**src/design/tilemap_consts.svh**
```systemverilog
// Reduced raster for simulation; ROM must answer within the budget, there is no stall path
`ifndef TILEMAP_CONSTS_SVH
`define TILEMAP_CONSTS_SVH

// Screen raster, in pixels and lines
`define TM_H_TOTAL    96
`define TM_H_VISIBLE  64
`define TM_V_TOTAL    40
`define TM_V_VISIBLE  32

// Sync pulse placement
`define TM_HS_START   72
`define TM_HS_LEN     8
`define TM_VS_START   34
`define TM_VS_LEN     2

// Map RAM word address width, 32 by 32 tiles
`define TM_MAP_AW     10

// Pixels the fetch runs ahead of the output
`define TM_LEAD       16

// Max clocks from rom_cs to rom_ok
`define TM_ROM_BUDGET 10

`endif

```
**src/design/cpu_bus_pkg.sv**
```systemverilog
// CPU side types only; one request per clock, no wait states on the bus
package cpu_bus_pkg;

    // Which block a request targets, decoded from the chip selects
    typedef enum logic [1:0] {
        sel_none   = 2'd0,
        sel_mode   = 2'd1,
        sel_scroll = 2'd2,
        sel_map    = 2'd3
    } reg_sel_e;

    // One CPU access as seen in a single clock
    typedef struct packed {
        reg_sel_e    sel;
        logic [12:1] addr;   // Word address
        logic [15:0] wdata;
        logic        rnw;    // High for read
        logic [1:0]  dsn;    // Byte strobes, active low, [1] is upper byte
    } cpu_req_t;

endpackage

```
**src/design/video_pkg.sv**
```systemverilog
// Video side types only; coordinates are 9 bits, palette index goes out without a palette RAM
package video_pkg;

    // Timer outputs, all in the clk domain
    typedef struct packed {
        logic       cen;     // Pixel enable, 1 in 2 clocks
        logic [8:0] hdump;
        logic [8:0] vdump;
        logic       hblank;
        logic       vblank;
        logic       hs;
        logic       vs;
    } vtimer_t;

    // One map RAM word
    typedef struct packed {
        logic [3:0]  palette;
        logic [11:0] code;
    } map_entry_t;

    // Scroll controls decoded from the scroll registers
    typedef struct packed {
        logic [8:0] scroll_x;
        logic [8:0] scroll_y;
    } scroll_t;

    // Output pixel tagged with its screen position
    typedef struct packed {
        logic       valid;
        logic [8:0] h;
        logic [8:0] v;
        logic [3:0] palette;
        logic [3:0] colour;
    } pixel_t;

endpackage

```
**src/design/tile_mmr.sv**
```systemverilog
// Only mode 0 bit 0 and mode 1 bits 1:0 steer logic; mode bytes ignore the upper strobe
`timescale 1ns/1ps

module tile_mmr (
    input  logic                  clk,
    input  logic                  rst,
    input  cpu_bus_pkg::cpu_req_t req,
    output logic [15:0]           rdata,
    output logic                  layer_en,
    output logic [1:0]            rom_bank,
    output video_pkg::scroll_t    scroll
);

    logic [3:0][7:0]  mode_q;     // Four mode bytes
    logic [3:0][15:0] scroll_q;   // Four scroll words
    logic [1:0]       idx;
    logic             wr;

    assign idx = req.addr[2:1];
    assign wr  = ~req.rnw;

    always_ff @(posedge clk) begin
        if (rst) begin
            mode_q   <= '0;
            scroll_q <= '0;
        end else begin
            if (wr && req.sel == cpu_bus_pkg::sel_mode && !req.dsn[0])
                mode_q[idx] <= req.wdata[7:0];   // Lower byte only
            if (wr && req.sel == cpu_bus_pkg::sel_scroll) begin
                if (!req.dsn[0])
                    scroll_q[idx][7:0]  <= req.wdata[7:0];
                if (!req.dsn[1])
                    scroll_q[idx][15:8] <= req.wdata[15:8];
            end
        end
    end

    // Read-back, valid the clock after the request
    always_ff @(posedge clk) begin
        if (req.sel == cpu_bus_pkg::sel_scroll)
            rdata <= scroll_q[idx];
        else
            rdata <= {8'hff, mode_q[idx]};   // Mode reads with upper byte set
    end

    // Controls for the renderer
    assign layer_en        = mode_q[0][0];
    assign rom_bank        = mode_q[1][1:0];
    assign scroll.scroll_x = scroll_q[0][8:0];   // Register 0 is X
    assign scroll.scroll_y = scroll_q[1][8:0];   // Register 1 is Y

    // No strobe means no scroll write, seen a clock later
    a_scroll_no_strobe: assert property (@(posedge clk) disable iff (rst)
        (req.sel == cpu_bus_pkg::sel_scroll && req.dsn == 2'b11) |=> $stable(scroll_q));

endmodule

```
**config.mk**
```make
export PLATFORM = sky130hd
export DESIGN_NAME = tile_mmr
export DESIGN_NICKNAME = d
export VERILOG_FILES = /design/src/design/tilemap_consts.svh /design/src/design/cpu_bus_pkg.sv /design/src/design/video_pkg.sv /design/src/design/tile_mmr.sv
export SDC_FILE = /design/constraint.sdc
export NUM_CORES = 1
export LEC_CHECK = 0
export CAP_MARGIN = 20
export CORE_UTILIZATION = 40
export DETAILED_ROUTE_END_ITERATION = 8
export DONT_BUFFER_PORTS = 1
export PLACE_DENSITY_LB_ADDON = 0.08
export RECOVER_POWER = 50
export SLEW_MARGIN = 20
export SYNTH_ARGS = -nofsm -noshare
export SYNTH_HDL_FRONTEND = slang
export SYNTH_SLANG_ARGS = --single-unit
```
**constraint.sdc**
```tcl
create_clock -name clk -period 1.5 [get_ports clk]
set_input_delay 0.075 -clock clk [delete_from_list [all_inputs] [get_ports clk]]
set_output_delay 0.075 -clock clk [all_outputs]
set_load 0.1 [all_outputs]
```
==> flow_metrics.env <==
export IMPL_slew_viol_final=0
export IMPL_path_clk_slew_ns=0.07
export IMPL_yosys_top_cells_area="dfxtp_1 (45%), mux2i_1 (19%), nand2b_1 (15%), mux4_2 (11%), buf_4 (3.2%)"
export IMPL_worstSetupEndpointType="flop"
export IMPL_gp_congestion=0.7006
export IMPL_power_density_nw_per_um2=1009
export IMPL_htree_levels=3
export IMPL_die_h_um=113.8
export IMPL_grt_pass1_vias=3140
export IMPL_areaGrowthSynthToFinish_pct=13.86
export IMPL_fin_skew_ns=0.002550
export IMPL_required_ns=1.72
export IMPL_grt_overflow=0
export IMPL_outcome="finished, final reports clean"
export IMPL_track_usage=0.1790
export IMPL_portBuffers=0
export IMPL_dp_hpwl_um=6634
export IMPL_grt_pass1_wl_um=17170
export IMPL_core_um2=12110
export IMPL_dieArea_um2=12950
export IMPL_setup_violations=0
export IMPL_yosys_warnings=0
export IMPL_drt_iter0_drc=105
export IMPL_clock_path_buffers=2
export IMPL_max_slew_worst_pin_slew_ns=0.8424
export IMPL_die_w_um=113.8
export IMPL_avgViaCountPerCell=4.817
export IMPL_synth_nets=467
export IMPL_cts_tree="done"
export IMPL_drtPass1Iterations=4
export IMPL_crit_type="in -> reg"
export IMPL_drc=0
export IMPL_crit_path_start_kind="primary input"
export IMPL_cap_violations=0
export IMPL_hold_class="in -> reg"
export IMPL_synth_edf_count=0
export IMPL_num_vias=3035
export IMPL_p_leak_nw=2.570
export IMPL_synth_area_leader_cell="dfxtp_1"
export IMPL_final_area_um2=5693
export IMPL_clock_root_buffer="clkbuf_16"
export IMPL_wl_per_cell_um=17.14
export IMPL_reg2reg_depth=2
export IMPL_synth_seq_cells=112
export IMPL_ys_types=17
export IMPL_cts_sinks=112
export IMPL_synth_top_flop_cell="dfxtp_1"
export IMPL_postSynthAreaPerCell_um2=11.57
export IMPL_maxSlewHeadroom=0.4305
export IMPL_clk_latency_ns=0.34
export IMPL_max_freq_mhz=820.9
export IMPL_synth_async_sr_flop_share=0
export IMPL_netlist_area_um2=5000
export IMPL_place_area_um2=5355
export IMPL_arrival_ns=1.44
export IMPL_fin_crit_sh=0.8121
export IMPL_n_antenna_cell=0
export IMPL_grt_setup_unrepaired="false"
export IMPL_antenna_found_initial=0
export IMPL_cts_inserted_buffers=9
export IMPL_synthMostInstantiatedCell="nand2b_1"
export IMPL_nets=492
export IMPL_synthTopCellsByCount="nand2b_1 (120), dfxtp_1 (112), mux2i_1 (96)"
export IMPL_ioPinCount=72
export IMPL_critPathMaxFanout=8
export IMPL_ir_drop_v=0.0004423
export IMPL_multi_input_comb_area_um2=2457
export IMPL_rows=40
export IMPL_tns_ns=0
export IMPL_start_util=0.4128
export IMPL_nFillCells=1189
export IMPL_ff_latch_area_um2=2243
export IMPL_postCtsSetupBuffers=0
export IMPL_synth_top_area_frac=0.4484
export IMPL_layout_drive_gt1_share=0.2078
export IMPL_min_path_cells=2
export IMPL_grt_start_max_net_pins=97
export IMPL_synthCells=432
export IMPL_cts_resized=0
export IMPL_hold_viol_final=0
export IMPL_ys_seq_area_frac=0.4484
export IMPL_drt_wl_total_um=10800
export IMPL_period_needed_ns=1.218
export IMPL_antenna_left=0
[where the power goes]
| group | switching (W) | internal [W] | leakage [nW] |
|---|---|---|---|
| registers | 0.0000141 | 0.00300 | 0.906 |
| clock network | 0.00103 | 0.00126 | 0.145 |
| logic | 0.000273 | 0.000170 | 1.52 |
[worst max-delay path, stage by stage]
cell and delay [ns]:
nor4b_1 0.73, nand2_1 0.11, clkbuf_2 0.33, mux2i_1 0.20
[state kept, by name, indices dropped and copies added, names as in the netlist]
name	cells
layer_en	1
rdata	16
mode_q	29
scroll_q	46
scroll	18
rom_bank	2
[through the flow]
step / total power, W / instances / setup WS (ns) / hold slack, ns / util
6_report: 0.005745 / 630 / 0.2819 / 0.007714 / 0.4700
5_1_grt: 0.005990 / 630 / 0.1767 / 0.01030 / 0.4700
4_1_cts: 0.005836 / 630 / 0.3292 / 0.002837 / 0.4754
3_5_place_dp: 0.003472 / 604 / 0.1282 / 0.2395 / 0.4421
3_3_place_gp: 0.003471 / 604 / 0.1306 / 0.2364 / 0.4421
2_1_floorplan: 0.003452 / 432 / 0.1131 / 0.2963 / -
[cell usage in the layout, fill, tap and decap left out, drive strengths merged]
cell type    instances
clkbuf              27
buf                 42
nor4b                3
nand2                8
clkinv               3
nor2                 1
dlygate4sd3          9
mux4                24
and2                 3
nor2b                3
mux2i               96
nand3                3
dfxtp              112
nand2b             120
mux2                 8
[per-layer routing]
layer | wire length (um) | GRT usage | up-vias
li1 | - | - | 1501
met1 | 5358 | 0.2425 | 1483
met2 | 4997 | 0.2817 | 41
met3 | 297 | 0.03560 | 10
met4 | 146 | 0.07013 | 0
met5 | 0 | 0 | -
[final timing paths]
kind                               end  slack, ns                      start
max reg2reg           rdata[2]$_DFF_P_       0.33     scroll[2]$_SDFFE_PP0P_
max            scroll[16]$_SDFFE_PP0P_       0.28                    req[31]
min          scroll_q[57]$_SDFFE_PP0P_      0.008                    req[12]
min reg2reg  scroll_q[35]$_SDFFE_PP0P_       0.47  scroll_q[35]$_SDFFE_PP0P_
[cells by family after synthesis]
family / after synthesis / share of synthesized area
buffers and inverters: 51 / 0.05681
DFF: 112 / 0.4484
and+or+nand+nor: 141 / 0.1764
muxes: 128 / 0.3183
[final cells by class]
cell class | instances | share of cell area
clock buffer | 13 | 0.04747
tap | 168 | 0.03692
multi-input combinational | 269 | 0.4316
clock inverter | 3 | 0.002637
sequential | 112 | 0.3941
timing repair buffer | 65 | 0.08725
[what timing repair did]
action                                  CTS  global route
endpoints found under the setup margin    0             0
hold buffers                             10             0
endpoints found under the hold margin   109             0
Note: power is estimated with default switching activity, not from simulation.
