===== config.mk =====
export PLATFORM = sky130hd
export DESIGN_NAME = tile_render
export DESIGN_NICKNAME = d
export VERILOG_FILES = /design/src/design/video_pkg.sv /design/src/design/tile_render.sv
export VERILOG_INCLUDE_DIRS = /design/src /design/src/design
export SDC_FILE = /design/constraint.sdc
export NUM_CORES = 1
export LEC_CHECK = 0
export ABC_AREA = 1
export BUFFER_PORTS_ARGS = -buffer_cell sky130_fd_sc_hd__buf_2
export CORE_ASPECT_RATIO = 0.75
export CORE_UTILIZATION = 54
export DETAILED_ROUTE_END_ITERATION = 6
export MAX_ROUTING_LAYER = met4
export PLACE_DENSITY = 0.86
export SETUP_SLACK_MARGIN = 0.02
export SLEW_MARGIN = 20
export SYNTH_ARGS = -nofsm -noshare
export SYNTH_HDL_FRONTEND = slang
export SYNTH_SLANG_ARGS = --single-unit

===== constraint.sdc =====
create_clock -name clk -period 4.3 [get_ports clk]
set_clock_uncertainty 0.2 [all_clocks]
set_input_delay 1.075 -clock clk [delete_from_list [all_inputs] [get_ports clk]]
set_output_delay 1.075 -clock clk [all_outputs]
set_load 0.01 [all_outputs]

===== src/design/tilemap_consts.svh =====
// Reduced raster for simulation; ROM must answer within the budget, there is no stall path
`ifndef TILEMAP_CONSTS_SVH
`define TILEMAP_CONSTS_SVH

// Screen raster, in pixels and lines
`define TM_H_TOTAL    96
`define TM_H_VISIBLE  64
`define TM_V_TOTAL    40
`define TM_V_VISIBLE  32

// Sync pulse placement
`define TM_HS_START   72
`define TM_HS_LEN     8
`define TM_VS_START   34
`define TM_VS_LEN     2

// Map RAM word address width, 32 by 32 tiles
`define TM_MAP_AW     10

// Pixels the fetch runs ahead of the output
`define TM_LEAD       16

// Max clocks from rom_cs to rom_ok
`define TM_ROM_BUDGET 10

`endif


===== src/design/video_pkg.sv =====
// Video side types only; coordinates are 9 bits, palette index goes out without a palette RAM
package video_pkg;

    // Timer outputs, all in the clk domain
    typedef struct packed {
        logic       cen;     // Pixel enable, 1 in 2 clocks
        logic [8:0] hdump;
        logic [8:0] vdump;
        logic       hblank;
        logic       vblank;
        logic       hs;
        logic       vs;
    } vtimer_t;

    // One map RAM word
    typedef struct packed {
        logic [3:0]  palette;
        logic [11:0] code;
    } map_entry_t;

    // Scroll controls decoded from the scroll registers
    typedef struct packed {
        logic [8:0] scroll_x;
        logic [8:0] scroll_y;
    } scroll_t;

    // Output pixel tagged with its screen position
    typedef struct packed {
        logic       valid;
        logic [8:0] h;
        logic [8:0] v;
        logic [3:0] palette;
        logic [3:0] colour;
    } pixel_t;

endpackage


===== src/design/tile_render.sv =====
// Scroll is modulo 256; registers should change in vertical blank; ROM must answer in budget
`timescale 1ns/1ps
`include "tilemap_consts.svh"

module tile_render (
    input  logic                   clk,
    input  logic                   rst,
    input  video_pkg::vtimer_t     timer,
    input  logic                   layer_en,
    input  logic [1:0]             rom_bank,
    input  video_pkg::scroll_t     scroll,
    output logic [`TM_MAP_AW-1:0]  map_addr,
    input  video_pkg::map_entry_t  map_entry,
    output logic                   rom_cs,
    output logic [16:0]            rom_addr,
    input  logic [31:0]            rom_data,
    input  logic                   rom_ok,
    output video_pkg::pixel_t      pixel
);

    typedef enum logic [1:0] {st_idle, st_map, st_rom} fetch_st_e;

    fetch_st_e  st;
    logic [8:0] h;
    logic [8:0] v;
    logic       pre;         // Last 7 pixels of a line, lead-in of the next
    logic [8:0] fv;
    logic       trig;
    logic [7:0] sx;
    logic [7:0] sy;
    logic       pend;
    logic [2:0] pend_row;
    logic [2:0] fetch_row;
    logic       take;
    logic       push;
    logic       pop;
    logic [1:0] cnt;         // Rows held
    logic       wr_ptr;
    logic       rd_ptr;
    logic [3:0]  q_pal  [2];
    logic [31:0] q_data [2];
    logic [3:0]  cur_pal;
    logic [8:0] oh;
    logic [8:0] ov;
    logic       o_vis;
    logic [2:0] ox;

    assign h = timer.hdump;
    assign v = timer.vdump;

    // Fetch side runs at the timer, LEAD ahead of the output
    assign pre = h >= 9'(`TM_H_TOTAL - 7);
    assign fv  = !pre ? v : (v == 9'(`TM_V_TOTAL - 1)) ? 9'd0 : v + 9'd1;
    assign sx  = 8'(h) + 8'(scroll.scroll_x) - (pre ? 8'(`TM_H_TOTAL) : 8'd0);
    assign sy  = 8'(fv) + 8'(scroll.scroll_y);
    assign trig = timer.cen && fv < 9'(`TM_V_VISIBLE)
                && (h < 9'(`TM_H_VISIBLE) || pre) && sx[2:0] == 3'd0;   // Tile boundary

    assign take = st == st_idle && pend && cnt != 2'd2;
    assign push = st == st_rom && rom_ok;

    always_ff @(posedge clk) begin
        if (rst) begin
            pend <= 1'b0;
        end else if (trig) begin
            pend <= 1'b1;
        end else if (take) begin
            pend <= 1'b0;
        end
    end

    always_ff @(posedge clk) begin
        if (trig) begin
            map_addr <= {sy[7:3], sx[7:3]};   // Row-major 32 by 32
            pend_row <= sy[2:0];
        end
        if (take)
            fetch_row <= pend_row;
        if (st == st_map) begin
            rom_addr <= {rom_bank, map_entry.code, fetch_row};   // Bank, code, row
            cur_pal  <= map_entry.palette;
        end
        if (push) begin
            q_pal[wr_ptr]  <= cur_pal;
            q_data[wr_ptr] <= rom_data;
        end
    end

    // Fetch FSM, one map read then one ROM row
    always_ff @(posedge clk) begin
        if (rst) begin
            st     <= st_idle;
            rom_cs <= 1'b0;
        end else begin
            case (st)
                st_idle: if (take) st <= st_map;   // Entry valid next clock
                st_map: begin
                    st     <= st_rom;
                    rom_cs <= 1'b1;
                end
                st_rom: if (rom_ok) begin
                    st     <= st_idle;
                    rom_cs <= 1'b0;
                end
                default: st <= st_idle;
            endcase
        end
    end

    // Output side, LEAD pixels behind the timer
    assign oh = (h >= 9'(`TM_LEAD)) ? h - 9'(`TM_LEAD) : h + 9'(`TM_H_TOTAL - `TM_LEAD);
    assign ov = (h >= 9'(`TM_LEAD)) ? v
              : (v == 9'd0) ? 9'(`TM_V_TOTAL - 1) : v - 9'd1;
    assign o_vis = oh < 9'(`TM_H_VISIBLE) && ov < 9'(`TM_V_VISIBLE);
    assign ox    = 3'(oh) + 3'(scroll.scroll_x);
    // Row done at its last pixel or at line end
    assign pop = timer.cen && o_vis && (ox == 3'd7 || oh == 9'(`TM_H_VISIBLE - 1));

    // Two-deep row queue
    always_ff @(posedge clk) begin
        if (rst) begin
            cnt    <= '0;
            wr_ptr <= 1'b0;
            rd_ptr <= 1'b0;
        end else begin
            cnt <= cnt + 2'(push) - 2'(pop);
            if (push)
                wr_ptr <= ~wr_ptr;
            if (pop)
                rd_ptr <= ~rd_ptr;
        end
    end

    always_ff @(posedge clk) begin
        if (rst)
            pixel.valid <= 1'b0;
        else
            pixel.valid <= timer.cen && o_vis;   // One-clock strobe per pixel
        if (timer.cen) begin
            pixel.h       <= oh;
            pixel.v       <= ov;
            pixel.palette <= layer_en ? q_pal[rd_ptr] : 4'd0;
            pixel.colour  <= layer_en ? q_data[rd_ptr][4*ox +: 4] : 4'd0;   // Pixel n at 4n
        end
    end

    a_rom_budget: assert property (@(posedge clk) disable iff (rst)
        $rose(rom_cs) |-> ##[0:`TM_ROM_BUDGET] rom_ok);

    a_rom_addr_stable: assert property (@(posedge clk) disable iff (rst)
        (rom_cs && !rom_ok) |=> $stable(rom_addr));

endmodule


==> implementation parameters <==
Parameter                              Value

Clocking
  Count of clock tree sinks    145
  CTS tree    done
  Post-cts gate resize count    0
  Clock insertion delay at the later pin of the skew report    0.41 ns
  Number of setup buffers added after CTS    0
  Register clock-pin slew on the reported worst setup and hold paths    0.06 ns
  Number of hold-repair buffers added at the cts stage    0
  CTS buffer count    17
  CTS Root Cell    clkbuf_16
  Number of H-tree levels    4
  Longest Clk Path Bufs    2

Synthesis
  Fraction of the yosys area taken by sequential cells    0.6316
  Number of cells produced by synthesis    601
  Number of synthesized flops with an enable pin    135
  Average instance area after synthesis    11.21 um2
  Main flop type after synthesis    edfxtp_1
  Cells taking the most area after synthesis    edfxtp_1, ha_1, inv_1, o21ai_0, nor2_1
  Total standard cell area after synthesis    6735 um2
  Area leader, netlist    edfxtp_1
  Post-Syn Nets    726
  #FFs+latches synth    145
  Syn. warnings    0
  Share of flip-flops with an asynchronous set or reset after synthesis    0
  Number of distinct library cells after synthesis    35
  Top-area cell type share of the netlist area    0.6019

Timing
  Fin. max-slew vios    0
  Max-slew headroom at the worst pin    0.3323
  Final setup violation count    0
  Sum of negative setup slack    0 ns
  Minimum period implied by the final worst setup slack    3.799 ns
  Unrepaired setup endpoints after global routing    no
  Part of the cycle the worst path needs    0.8836
  Final Hold Vio Count    0
  Max Fclk    0.2632 GHz
  Post-route worst hold slack    0.2161 ns
  Tightest Pin Transition    1.000 ns

Power and ir drop
  Total power    3.385 mW
  Largest vdd supply drop    0.2974 mV
  PD cells    409.5 nW/um2
  Static Leakage    3.436 nW

Worst setup path
  Startpoint class of the critical path    input pin
  CP Data Arrival Time    3.75 ns
  Largest driver fanout on the critical path    15
  Worst Setup Path Type    in2reg
  Worst Setup End Kind    flop
  Required time at the endpoint of the critical path    4.25 ns

Die
  Starting density of the core    0.5675
  Die boundary width    131.0 um
  Boundary Pins    150
  Die area    12930 um2
  Count of standard-cell rows    34
  Core area    11870 um2
  Die height    98.72 um

Job
  Max-cap violation count    0

Status
  Result of the run    completed

Layout
  Finished Layout Cells    938
  Proportion of layout cells with a drive suffix above 1    0.2758
  Commonest cells after routing, fill and taps aside    buf_2, edfxtp_1, inv_1, nor2_1, nand2_1
  Layout overhead on the synthesized area    22.74%
  Commonest non-fill, non-tap cell in the layout    buf_2
  Number of nets in the layout    888
  Multi-input gate area    2120 um2
  Fill count    860
  FF/Latch Area    4254 um2
  Diodes inserted    0

Global route
  Maximum number of pins on one net before global-route repair    37
  Global route total overflow    0
  Total routing usage reported by global routing    0.2534
  Via count of the first global-routing pass    4876
  Global-route wire length before repair    23630 um
  Number of antenna violations at the first check in global routing    0

Drt
  Total length of routed wires    14870 um
  Count of nets left with antenna violations after detail routing    0
  Iteration-0 DRC count of the detailed router    369
  Residual DRC count    0
  Number of vias per cell after detailed routing    5.290
  Number of iterations in the first detailed-routing pass    5
  Detailed-route wire length per cell    15.85 um
  DR vias    4962

Placed design
  Number of placed instances with taps included    906
  Port Buf Inserts    143
  Final weighted congestion in routability-driven placement    0.8674
  HPWL Detailed    10640 um

Worst hold path
  Hold WC Path Type    reg2reg
[area by class of cell]
cell class / instances / share of cell area
inverter: 83 / 0.03769
clock inverter: 13 / 0.01665
multi-input combinational: 362 / 0.2564
timing repair buffer: 154 / 0.09656
tap: 162 / 0.02452
sequential: 145 / 0.5146
clock buffer: 19 / 0.05358
[Yosys cell counts, types with 8 or more instances]
cell	number
a21oi_1	15
clkbuf_1	8
dfxtp_1	10
edfxtp_1	135
ha_1	26
inv_1	79
nand2_1	68
nand2_2	9
nand3_1	22
nor2_1	76
o21ai_0	57
o22ai_1	11
xor2_1	15
[state kept, by name, indices dropped and copies added, names as in the netlist, named ones only]
register and count:
rd_ptr 1, fetch_row 3, map_addr 10, q_data 64
q_pal 8, pixel 27, pend 1, cur_pal 4
st 2, rom_cs 1, cnt 2, pend_row 3
rom_addr 17, wr_ptr 1
[kinds of logic after synthesis]
family / count (synthesis) / synth area share
DFF: 145 / 0.6316
and+or+nand+nor: 209 / 0.1419
adders and majority gates: 30 / 0.06019
xor gates and xnor gates: 22 / 0.02861
AOI/OAI and AO/OA: 101 / 0.08285
buffers and inverters: 94 / 0.05480
[worst paths after layout]
kind	startpoint	endpoint	slack [ns]	cells past startpoint
worst max-delay path	timer[18]	map_addr[8]	0.50	18
worst min-delay path	pend_row[2]	fetch_row[2]	0.22	0
worst max register to register	flop	pixel[2]	2.17	7
worst min register to register	pend_row[2]	fetch_row[2]	0.22	0
[through the flow]
step           area [um2]  setup slack, ns    util
3_5_place_dp         7686          0.09130  0.6476
3_3_place_gp         7686           0.2574  0.6476
2_1_floorplan        6735           0.7286       -
5_1_grt              8267           0.2232  0.6965
6_report             8267           0.5007  0.6965
4_1_cts              8267           0.5225  0.6965
[worst max-delay path, stage by stage]
cell and delay, ns:
buf_2 0.14, inv_1 0.12, ha_1 0.18, inv_1 0.06, o21ai_0 0.07, nand3b_1 0.11, nand2_2 0.23, inv_1 0.21
nor2_1 0.12, nand2_1 0.06, o211ai_1 0.09, inv_1 0.06, ha_1 0.34, nand2_1 0.08, o21ai_0 0.30, a21oi_1 0.14
o21ai_0 0.24, xor2_1 0.10
[power breakdown]
part	switching [mW]	internal, mW
sequential	0.00676	1.58
clock	0.565	0.868
combinational	0.223	0.147
total	0.795	2.59
[routing by layer]
layer	GRT usage	vias to the layer above	routed length (um)
li1	-	2400	-
met1	0.3258	2332	6630
met2	0.3956	211	6938
met3	0.05755	19	1061
met4	0.08930	0	240
met5	-	-	0
Power figures use the tool's default switching activity.
