$ cat src/design/tilemap_consts.svh
// Reduced raster for simulation; ROM must answer within the budget, there is no stall path
`ifndef TILEMAP_CONSTS_SVH
`define TILEMAP_CONSTS_SVH

// Screen raster, in pixels and lines
`define TM_H_TOTAL    96
`define TM_H_VISIBLE  64
`define TM_V_TOTAL    40
`define TM_V_VISIBLE  32

// Sync pulse placement
`define TM_HS_START   72
`define TM_HS_LEN     8
`define TM_VS_START   34
`define TM_VS_LEN     2

// Map RAM word address width, 32 by 32 tiles
`define TM_MAP_AW     10

// Pixels the fetch runs ahead of the output
`define TM_LEAD       16

// Max clocks from rom_cs to rom_ok
`define TM_ROM_BUDGET 10

`endif

$ cat src/design/video_pkg.sv
// Video side types only; coordinates are 9 bits, palette index goes out without a palette RAM
package video_pkg;

    // Timer outputs, all in the clk domain
    typedef struct packed {
        logic       cen;     // Pixel enable, 1 in 2 clocks
        logic [8:0] hdump;
        logic [8:0] vdump;
        logic       hblank;
        logic       vblank;
        logic       hs;
        logic       vs;
    } vtimer_t;

    // One map RAM word
    typedef struct packed {
        logic [3:0]  palette;
        logic [11:0] code;
    } map_entry_t;

    // Scroll controls decoded from the scroll registers
    typedef struct packed {
        logic [8:0] scroll_x;
        logic [8:0] scroll_y;
    } scroll_t;

    // Output pixel tagged with its screen position
    typedef struct packed {
        logic       valid;
        logic [8:0] h;
        logic [8:0] v;
        logic [3:0] palette;
        logic [3:0] colour;
    } pixel_t;

endpackage

$ cat src/design/video_timer.sv
// Pixel enable is clk/2 with no external divider; counters start at zero after reset
`timescale 1ns/1ps
`include "tilemap_consts.svh"

module video_timer (
    input  logic                clk,
    input  logic                rst,
    output video_pkg::vtimer_t  timer,
    output logic                pxl2_cen
);

    logic       tog;
    logic       pxl_cen;
    logic [8:0] hcnt;
    logic [8:0] vcnt;

    // Enables, pixel enable first high on the second clock out of reset
    always_ff @(posedge clk) begin
        if (rst) begin
            tog      <= 1'b0;
            pxl_cen  <= 1'b0;
            pxl2_cen <= 1'b0;
        end else begin
            pxl2_cen <= 1'b1;
            tog      <= ~tog;
            pxl_cen  <= tog;
        end
    end

    // Raster counters
    always_ff @(posedge clk) begin
        if (rst) begin
            hcnt <= '0;
            vcnt <= '0;
        end else if (pxl_cen) begin
            if (hcnt == 9'(`TM_H_TOTAL - 1)) begin
                hcnt <= '0;
                vcnt <= (vcnt == 9'(`TM_V_TOTAL - 1)) ? 9'd0 : vcnt + 9'd1;   // Frame wrap
            end else begin
                hcnt <= hcnt + 9'd1;
            end
        end
    end

    assign timer.cen    = pxl_cen;
    assign timer.hdump  = hcnt;
    assign timer.vdump  = vcnt;
    assign timer.hblank = hcnt >= 9'(`TM_H_VISIBLE);
    assign timer.vblank = vcnt >= 9'(`TM_V_VISIBLE);
    // Sync pulses inside the blanking
    assign timer.hs = hcnt >= 9'(`TM_HS_START) && hcnt < 9'(`TM_HS_START + `TM_HS_LEN);
    assign timer.vs = vcnt >= 9'(`TM_VS_START) && vcnt < 9'(`TM_VS_START + `TM_VS_LEN);

endmodule

$ cat config.mk
export PLATFORM = sky130hd
export DESIGN_NAME = video_timer
export DESIGN_NICKNAME = d
export VERILOG_FILES = /design/src/design/video_pkg.sv /design/src/design/video_timer.sv
export VERILOG_INCLUDE_DIRS = /design/src /design/src/design
export SDC_FILE = /design/constraint.sdc
export NUM_CORES = 1
export LEC_CHECK = 0
export BUFFER_PORTS_ARGS = -buffer_cell sky130_fd_sc_hd__buf_2
export CORE_MARGIN = 2
export CORE_UTILIZATION = 48
export CTS_BUF_LIST = sky130_fd_sc_hd__clkbuf_2
export DETAILED_ROUTE_END_ITERATION = 10
export GPL_ROUTABILITY_DRIVEN = 0
export MAX_ROUTING_LAYER = met4
export PLACE_DENSITY_LB_ADDON = 0.3
export SLEW_MARGIN = 20
export SYNTH_ARGS = -nofsm -noshare
export SYNTH_HDL_FRONTEND = slang
export SYNTH_SLANG_ARGS = --single-unit
export TNS_END_PERCENT = 5
$ cat constraint.sdc
create_clock -name clk -period 2.3 [get_ports clk]
set_input_delay 0.46 -clock clk [delete_from_list [all_inputs] [get_ports clk]]
set_output_delay 0.46 -clock clk [all_outputs]
set_load 0.02 [all_outputs]
==> impl_metrics.json, run 1 <==
{
  "status": "finished clean",
  "crit_path_top_delay_cell": "or4b_1",
  "slowest_delay_ns": 0.52,
  "dieArea_um2": 2490,
  "drv_cap": 0,
  "clk_pin_slew_ns": 0.21,
  "ys_ff_latch": 21,
  "finalSetupTns_ns": 0,
  "postSynthNetCount": 125,
  "antenna_left": 0,
  "fin_ws_ns": 0.0962,
  "grt_max_degree": 22,
  "syn_to_final_growth_pct": 19.5,
  "drt_pass1_iterations": 4,
  "antenna_found_initial": 0,
  "cts_buffers": 3,
  "io_pins": 26,
  "drt_iter0_markers": 12,
  "clock_skew_ns": 0.00518,
  "r2r-end": "vcnt[8]",
  "post_drt_wl_per_cell_um": 11.9,
  "start_util_pct": 50.9,
  "viasPerCell": 5.22,
  "reg2reg_slack_ns": 0.16,
  "worstHoldStart": "tog",
  "netlist_area_um2": 1010,
  "core-area_um2": 1980,
  "r2r-start": "hcnt[5]",
  "p_leak_uw": 0.000490,
  "crit_fanout": 5,
  "diodes": 0,
  "tritoncts": "built",
  "cts-htree-levels": 1,
  "stdcell_area_um2": 1210,
  "multi_input_area_um2": 533,
  "slew_violations": 0,
  "grt_pass1_wl_um": 3480,
  "seq_area_frac_synth_pct": 41.6,
  "clock-sinks": 21,
  "nFillCells": 183,
  "die_h_um": 49.9,
  "rows": 16,
  "grt_pass1_vias": 837,
  "slew_headroom_pct": 72.1,
  "crit_type": "flop to output port",
  "dpl_cell_area_um2": 1160,
  "vias": 914,
  "critPathBufInv": 2,
  "nets": 155,
  "crit_path_start_kind": "flop",
  "post-route-min-period_ns": 2.20,
  "drc": 0,
  "irDropWorstVdd_mv": 0.356,
  "final-seq-area_um2": 427,
  "layout_common_cells": "buf_2, dfxtp_1, nor3_1, nand3_1, nand2_1",
  "holdPathStages": 1,
  "min_to": "tog",
  "clock_path_buffers": 2,
  "dpl.hpwl_um": 1520,
  "yosysUniqueCellTypes": 29,
  "hold_viol": 0,
  "worstPathCellList": "or4b_1, buf_4, nor3b_2, buf_2",
  "synth.avg_cell_area_um2": 8.49,
  "yosysWarnings": 0,
  "grt-ovfl-total": 0,
  "synthCells": 119,
  "power_density_nw_per_um2": 461,
  "track_usage_pct": 18.9,
  "rsz0062_at_grt": "no",
  "clockRootBuffer": "clkbuf_2",
  "hp-class": "flop to flop",
  "die_w_um": 49.9,
  "wl_um": 2080,
  "reg2reg_depth": 4,
  "crit_arrival_ns": 1.74,
  "fmax_ghz": 0.454,
  "final-setup-viol-count": 0,
  "port_buffers": 25,
  "post-place-ws_ns": 0.174,
  "min_period_over_period_pct": 95.8,
  "cp-end-kind": "output port",
  "drive_gt1_share_pct": 26.4,
  "layout_commonest_cell": "buf_2",
  "clk_latency_ns": 0.33,
  "cp.required_ns": 1.84,
  "worst_slew_pin_slew_ns": 0.417,
  "critPathTopFamily": "simple AND/OR/NAND/NOR gates"
}
[cell usage after synthesis (all sizes together)]
cell	n	area, um2
or3	2	12.5
nand2	9	33.8
nor3b	1	7.51
dfxtp	21	420
nand3	10	50.1
nand2b	1	6.26
xnor2	6	52.6
xor2	4	35.0
mux2i	1	10.0
o21ai	1	5.00
nand4	5	31.3
nor4	2	12.5
ha	4	50.1
o31ai	2	15.0
and2	1	6.26
or4b	1	10.0
inv	8	30.0
a21oi	7	35.0
buf	3	23.8
and3	3	18.8
clkbuf	2	7.51
o32ai	2	17.5
nor2	8	30.0
nor2b	1	6.26
nor3	11	60.1
or4	3	22.5
[cell families (layout without fill, tap and decap cells)]
family | count (synthesis) | in the layout | synth area share (%)
simple gates | 58 | 58 | 30.5
fa+ha+maj | 4 | 4 | 4.96
compound gates | 12 | 12 | 7.19
buf+inv | 13 | 42 | 6.07
mux | 1 | 1 | 0.991
flops | 21 | 21 | 41.6
xor+xnor | 10 | 10 | 8.67
[power by group]
| group | total, uW | leakage [uW] | switching [uW] | internal [uW] |
|---|---|---|---|---|
| clock | 161 | 0.0000164 | 121 | 39.4 |
| combinational | 22.1 | 0.000301 | 14.8 | 7.35 |
| sequential | 373 | 0.000172 | 5.11 | 368 |
[per-layer routing]
| metal | track usage [%] | part of all wire (%) |
|---|---|---|
| met3 | 3.03 | 3.9 |
| met4 | 13.0 | 2.2 |
| met1 | 22.3 | 47 |
| met5 | - | 0 |
| met2 | 29.3 | 47 |
[worst reg2reg max path: cells and delay by family (launching register included)]
family	cells	cell delay, ns
compound gates	1	0.14
simple gates	3	1.56
flops	1	0.40
[flip-flops by register name (all words and copies together), names as in the netlist]
register and flops:
hcnt 9, vcnt 9, pxl2_cen 1, pxl_cen 1
tog 1
[area by class of cell]
cell class / instances / share of cell area, %
Inverter: 8 / 2.49
Clock inverter: 1 / 0.415
Timing Repair Buffer: 30 / 13.5
Sequential cell: 21 / 35.4
Clock buffer: 3 / 1.24
Multi-Input combinational cell: 85 / 44.2
Tap cell: 27 / 2.80
[through the flow]
step	util [%]	total power, uW	cells	hold slack, ns
floorplan	-	398	119	0.385
detailed placement	58.5	405	169	0.402
global placement	58.5	403	169	0.393
CTS	59.5	561	173	0.426
finish	60.9	556	175	0.424
global route	60.9	576	175	0.450
[timing repair]
action                     in CTS  in global routing
hold buffers                    0                  0
resized for setup               0                  5
setup endpoints to repair       0                  1
setup buffers                   0                  2
[worst max-delay path by stage]
stage,to,cells past startpoint,slack (ns),start
6_report,timer[1],4,0.1,hcnt[5]
5_1_grt,timer[1],4,0.02,hcnt[5]
4_1_cts,timer[1],4,0.02,hcnt[5]
3_5_place_dp,vcnt[8],4,0.17,hcnt[5]
3_3_place_gp,vcnt[8],4,0.21,hcnt[5]
2_1_floorplan,vcnt[8],6,0.05,hcnt[6]
Power figures use the tool's default switching activity.
==> run 2, diff against run 1 <==
--- a/config.mk
+++ b/config.mk
@@ -11,11 +11,10 @@
 export CORE_UTILIZATION = 48
 export CTS_BUF_LIST = sky130_fd_sc_hd__clkbuf_2
 export DETAILED_ROUTE_END_ITERATION = 10
-export GPL_ROUTABILITY_DRIVEN = 0
 export MAX_ROUTING_LAYER = met4
-export PLACE_DENSITY_LB_ADDON = 0.3
+export PLACE_DENSITY = 0.76
 export SLEW_MARGIN = 20
 export SYNTH_ARGS = -nofsm -noshare
 export SYNTH_HDL_FRONTEND = slang
 export SYNTH_SLANG_ARGS = --single-unit
-export TNS_END_PERCENT = 5
+export TNS_END_PERCENT = 100
==> run 2 against run 1 <==
Effect of this change: clock skew rose by 0.0012 ns; wire length rose by 2.8%; sequential power barely moved.
==> impl_metrics.json, run 2 (synthesis results as in run 1) <==
{
  "cts_buffers": 3,
  "finalSetupTns_ns": 0,
  "die_w_um": 49.9,
  "final-seq-area_um2": 427,
  "dpl_cell_area_um2": 1160,
  "dieArea_um2": 2490,
  "slowest_delay_ns": 0.52,
  "fmax_ghz": 0.460,
  "clock-sinks": 21,
  "fin_ws_ns": 0.125,
  "final-setup-viol-count": 0,
  "core-area_um2": 1980,
  "p_total_uw": 543,
  "grt-ovfl-total": 0,
  "slew_headroom_pct": 73.8,
  "worst_slew_pin_slew_ns": 0.390,
  "tritoncts": "built",
  "drc": 0,
  "p_switching_uw": 128,
  "cp_common_cell": "buf_4",
  "clock_path_buffers": 2,
  "grt_pass1_vias": 823,
  "clk_pin_slew_ns": 0.19,
  "post_drt_wl_per_cell_um": 12.3,
  "hold_viol": 0,
  "cts-htree-levels": 1,
  "clockRootBuffer": "clkbuf_2",
  "rsz0062_at_grt": "no",
  "antenna_left": 0,
  "port_buffers": 25,
  "nets": 154,
  "rows": 16,
  "grt_pass1_wl_um": 3600,
  "status": "finished clean",
  "start_util_pct": 50.9,
  "clockPowerShare_pct": 27.1,
  "post-route-min-period_ns": 2.18,
  "io_pins": 26,
  "combPwrFrac_pct": 4.2,
  "worstPathCellList": "or4b_4, buf_4, nor3b_2, buf_4",
  "post-place-ws_ns": 0.157,
  "netSwitchingFraction_pct": 23.6,
  "vias": 941,
  "antenna_found_initial": 0,
  "critPathTopFamily": "simple AND/OR/NAND/NOR gates",
  "viasPerCell": 5.41,
  "stdcell_area_um2": 1200,
  "layout_common_cells": "buf_2, dfxtp_1, nor3_1, nand3_1, nand2_1",
  "slew_violations": 0,
  "min_period_over_period_pct": 94.6,
  "crit_path_start_kind": "flop",
  "track_usage_pct": 19.4,
  "multi_input_area_um2": 537,
  "crit_type": "flop to output port",
  "critPathBufInv": 2,
  "p_leak_uw": 0.000487,
  "irDropWorstVdd_mv": 0.372,
  "cp.required_ns": 1.84,
  "crit_path_top_delay_cell": "or4b_4",
  "layout_commonest_cell": "buf_2",
  "crit_arrival_ns": 1.72,
  "stdcell_count": 174,
  "drt_pass1_iterations": 4,
  "top_regs": "hcnt x9, vcnt x9",
  "power_density_nw_per_um2": 451,
  "dpl.hpwl_um": 1570,
  "place_congestion": 0.917,
  "die_h_um": 49.9,
  "clock_skew_ns": 0.00633,
  "clk_latency_ns": 0.32,
  "diodes": 0,
  "drv_cap": 0,
  "grt_max_degree": 22,
  "hp-class": "flop to flop",
  "sequentialPowerShare_pct": 68.7,
  "drt_iter0_markers": 18,
  "crit_fanout": 4,
  "wl_um": 2140,
  "p_int_uw": 415,
  "drive_gt1_share_pct": 26.5,
  "cp-end-kind": "output port",
  "dpl.cell_count": 169,
  "syn_to_final_growth_pct": 19.3,
  "nFillCells": 181
}
## run 2: changes by cell type in the layout (fill, tap and decap cells not counted)
cell and change:
buf_2 -1, or4b_1 -1, or4b_4 +1
## run 2: metal layers
layer / global-route usage (%) / routed length [um] / up-vias
li1: - / - / 476
met1: 22.3 / 942 / 440
met2: 31.6 / 1070 / 23
met3: 6.97 / 107 / 2
met4: 6.02 / 23 / 0
met5: - / 0 / -
## run 2: stage by stage
stage / hold slack [ns] / utilization, %
CTS: 0.423 / 59.7
floorplan: 0.385 / -
global placement: 0.393 / 58.5
finish: 0.418 / 60.8
detailed placement: 0.399 / 58.5
global route: 0.441 / 60.8
## run 2: area by class of cell
| type | count | area share (%) |
|---|---|---|
| Clock buffer | 3 | 1.25 |
| Clock inverter | 1 | 0.415 |
| Inverter | 8 | 2.49 |
| Multi-Input combinational cell | 85 | 44.5 |
| Sequential cell | 21 | 35.4 |
| Tap cell | 27 | 2.80 |
| Timing Repair Buffer | 29 | 13.1 |
## run 2: timing repair
| item | 4_1_cts | 5_1_grt |
|---|---|---|
| hold buffers | 0 | 0 |
| pin swaps | 0 | 0 |
| resized for setup | 2 | 5 |
| buffers inserted | 0 | 1 |
| setup endpoints to repair | 1 | 2 |
## run 2: final timing paths
kind            from  endpoint  slack (ns)  depth (start not counted)
max          hcnt[5]  timer[1]        0.12                          4
min              tog       tog        0.42                          1
max reg2reg  hcnt[5]   vcnt[7]        0.15                          4
min reg2reg      tog       tog        0.42                          1
## run 2: power by group through the flow
stage	clock network [uW]	registers [uW]	logic [uW]
after global routing	172	375	25.0
after CTS	156	375	23.2
after detailed placement	0	382	23.0
final	147	373	22.7
after floorplan	0	385	13.4
after global placement	0	382	21.7
==> run 3, diff against run 2 <==
--- a/config.mk
+++ b/config.mk
@@ -8,11 +8,11 @@
 export LEC_CHECK = 0
 export BUFFER_PORTS_ARGS = -buffer_cell sky130_fd_sc_hd__buf_2
 export CORE_MARGIN = 2
-export CORE_UTILIZATION = 48
+export CORE_UTILIZATION = 45
 export CTS_BUF_LIST = sky130_fd_sc_hd__clkbuf_2
 export DETAILED_ROUTE_END_ITERATION = 10
 export MAX_ROUTING_LAYER = met4
-export PLACE_DENSITY = 0.76
+export PLACE_DENSITY = 0.72
 export SLEW_MARGIN = 20
 export SYNTH_ARGS = -nofsm -noshare
 export SYNTH_HDL_FRONTEND = slang
==> run 3 against run 2 <==
Effect of this change: clock-buffer cell count did not move; power up 0.76%; setup slack worse by 0.041 ns; utilization is 5.1 points lower; clock skew rose by 0.0052 ns; critical path type unchanged; sequential cell count is the same; die area rose by 6.1%; hold slack improved by 0.0073 ns; register-to-register slack got worse by 0.02 ns; final cell count rose by 1.1%; design area is 0.21% higher; critical path depth is the same.
==> impl_metrics.json, run 3 (synthesis results as in run 1) <==
{
  "layout_common_cells": "buf_2, dfxtp_1, nor3_1, nand3_1, nand2_1",
  "wl_um": 2190,
  "stdcell_count": 176,
  "stdcell_area_um2": 1210,
  "critPathTopFamily": "simple AND/OR/NAND/NOR gates",
  "crit_arrival_ns": 1.76,
  "p_switching_uw": 132,
  "grt_max_degree": 22,
  "clk_pin_slew_ns": 0.20,
  "hold_viol": 0,
  "r2r-start": "hcnt[8]",
  "post_drt_wl_per_cell_um": 12.5,
  "sequentialPowerShare_pct": 68.3,
  "drv_cap": 0,
  "antenna_found_initial": 0,
  "port_buffers": 25,
  "hp-class": "flop to flop",
  "post-route-min-period_ns": 2.22,
  "status": "finished clean",
  "cts-htree-levels": 1,
  "start_util_pct": 46.5,
  "fmax_ghz": 0.451,
  "hold_buffers": 0,
  "rows": 17,
  "syn_to_final_growth_pct": 19.6,
  "nFillCells": 221,
  "slew_headroom_pct": 70.1,
  "die_h_um": 51.4,
  "dpl.hpwl_um": 1600,
  "worst_slew_pin_slew_ns": 0.447,
  "place_congestion": 0.868,
  "cts_buffers": 3,
  "finalSetupTns_ns": 0,
  "clock-sinks": 21,
  "dieArea_um2": 2640,
  "die_w_um": 51.4,
  "drive_gt1_share_pct": 26.4,
  "crit_fanout": 4,
  "viasPerCell": 5.35,
  "io_pins": 26,
  "top_regs": "hcnt x9, vcnt x9",
  "cp-end-kind": "output port",
  "slew_violations": 0,
  "antenna_left": 0,
  "holdWs_ns": 0.425,
  "irDropWorstVdd_mv": 0.295,
  "clockRootBuffer": "clkbuf_2",
  "netSwitchingFraction_pct": 24.2,
  "diodes": 0,
  "clock_skew_ns": 0.0115,
  "grt_pass1_wl_um": 3610,
  "crit_path_top_delay_cell": "or4b_1",
  "dpl.cell_count": 170,
  "final-setup-viol-count": 0,
  "grt-ovfl-total": 0,
  "crit_path_start_kind": "flop",
  "crit_start": "hcnt[8]",
  "clk_latency_ns": 0.32,
  "drc": 0,
  "nets": 155,
  "rsz0062_at_grt": "no",
  "drt_pass1_iterations": 5,
  "vias": 942,
  "p_int_uw": 415,
  "p_leak_uw": 0.000490,
  "grt_pass1_vias": 821,
  "slowest_delay_ns": 0.55,
  "dpl_cell_area_um2": 1160,
  "worstPathCellList": "or4b_1, buf_4, nor3b_2, buf_2",
  "power_density_nw_per_um2": 453,
  "min_period_over_period_pct": 96.4,
  "drt_iter0_markers": 25,
  "tritoncts": "built",
  "clockPowerShare_pct": 27.7,
  "cp.required_ns": 1.84,
  "core-area_um2": 2170,
  "track_usage_pct": 18.3,
  "clock_path_buffers": 2,
  "layout_commonest_cell": "buf_2",
  "combPwrFrac_pct": 4.0,
  "crit_type": "flop to output port",
  "worstHoldStart": "tog",
  "critPathBufInv": 2
}
-- run 3: power groups by stage --
stage / registers, uW / logic (uW) / clock network [uW]
final: 374 / 22.1 / 152
after global routing: 375 / 24.8 / 167
after CTS: 375 / 22.5 / 157
after detailed placement: 382 / 22.4 / 0
after global placement: 382 / 21.7 / 0
after floorplan: 385 / 13.4 / 0
-- run 3: path summary, 6_finish.rpt --
kind / endpoint / slack [ns] / cells past startpoint
hold / removal: tog / 0.43 / 1
hold reg to reg: tog / 0.43 / 1
setup / recovery: timer[1] / 0.08 / 4
setup reg to reg: vcnt[8] / 0.13 / 4
-- run 3: what timing repair did --
item / 4_1_cts / 5_1_grt
endpoints found under the setup margin: 1 / 1
resized for setup: 1 / 4
cloned: 0 / 0
buffers inserted: 0 / 2
-- run 3: layout make-up --
cell class	count	area [um2]	share of cell area, %
Multi-Input combinational cell	85	533	44.1
Sequential cell	21	427	35.3
Timing Repair Buffer	30	163	13.5
Tap cell	28	35.0	2.90
Inverter	8	30.0	2.49
Clock buffer	3	15.0	1.24
Clock inverter	1	5.00	0.415
-- run 3: stage by stage --
stage,utilization (%),total power (uW),worst slack [ns]
2_1_floorplan,-,398,0.0522
3_3_place_gp,53.5,403,0.220
3_5_place_dp,53.5,405,0.145
4_1_cts,54.5,554,0.0119
5_1_grt,55.7,566,0.0166
6_report,55.7,547,0.0835
-- run 3: routing by layer --
layer	wire length [um]	track usage, %	part of all wire, %	vias up
li1	-	-	-	480
met1	1000	21.9	46	437
met5	0	-	0	-
met3	61	2.63	2.8	7
met4	43	7.02	2.0	0
met2	1080	31.0	49	18
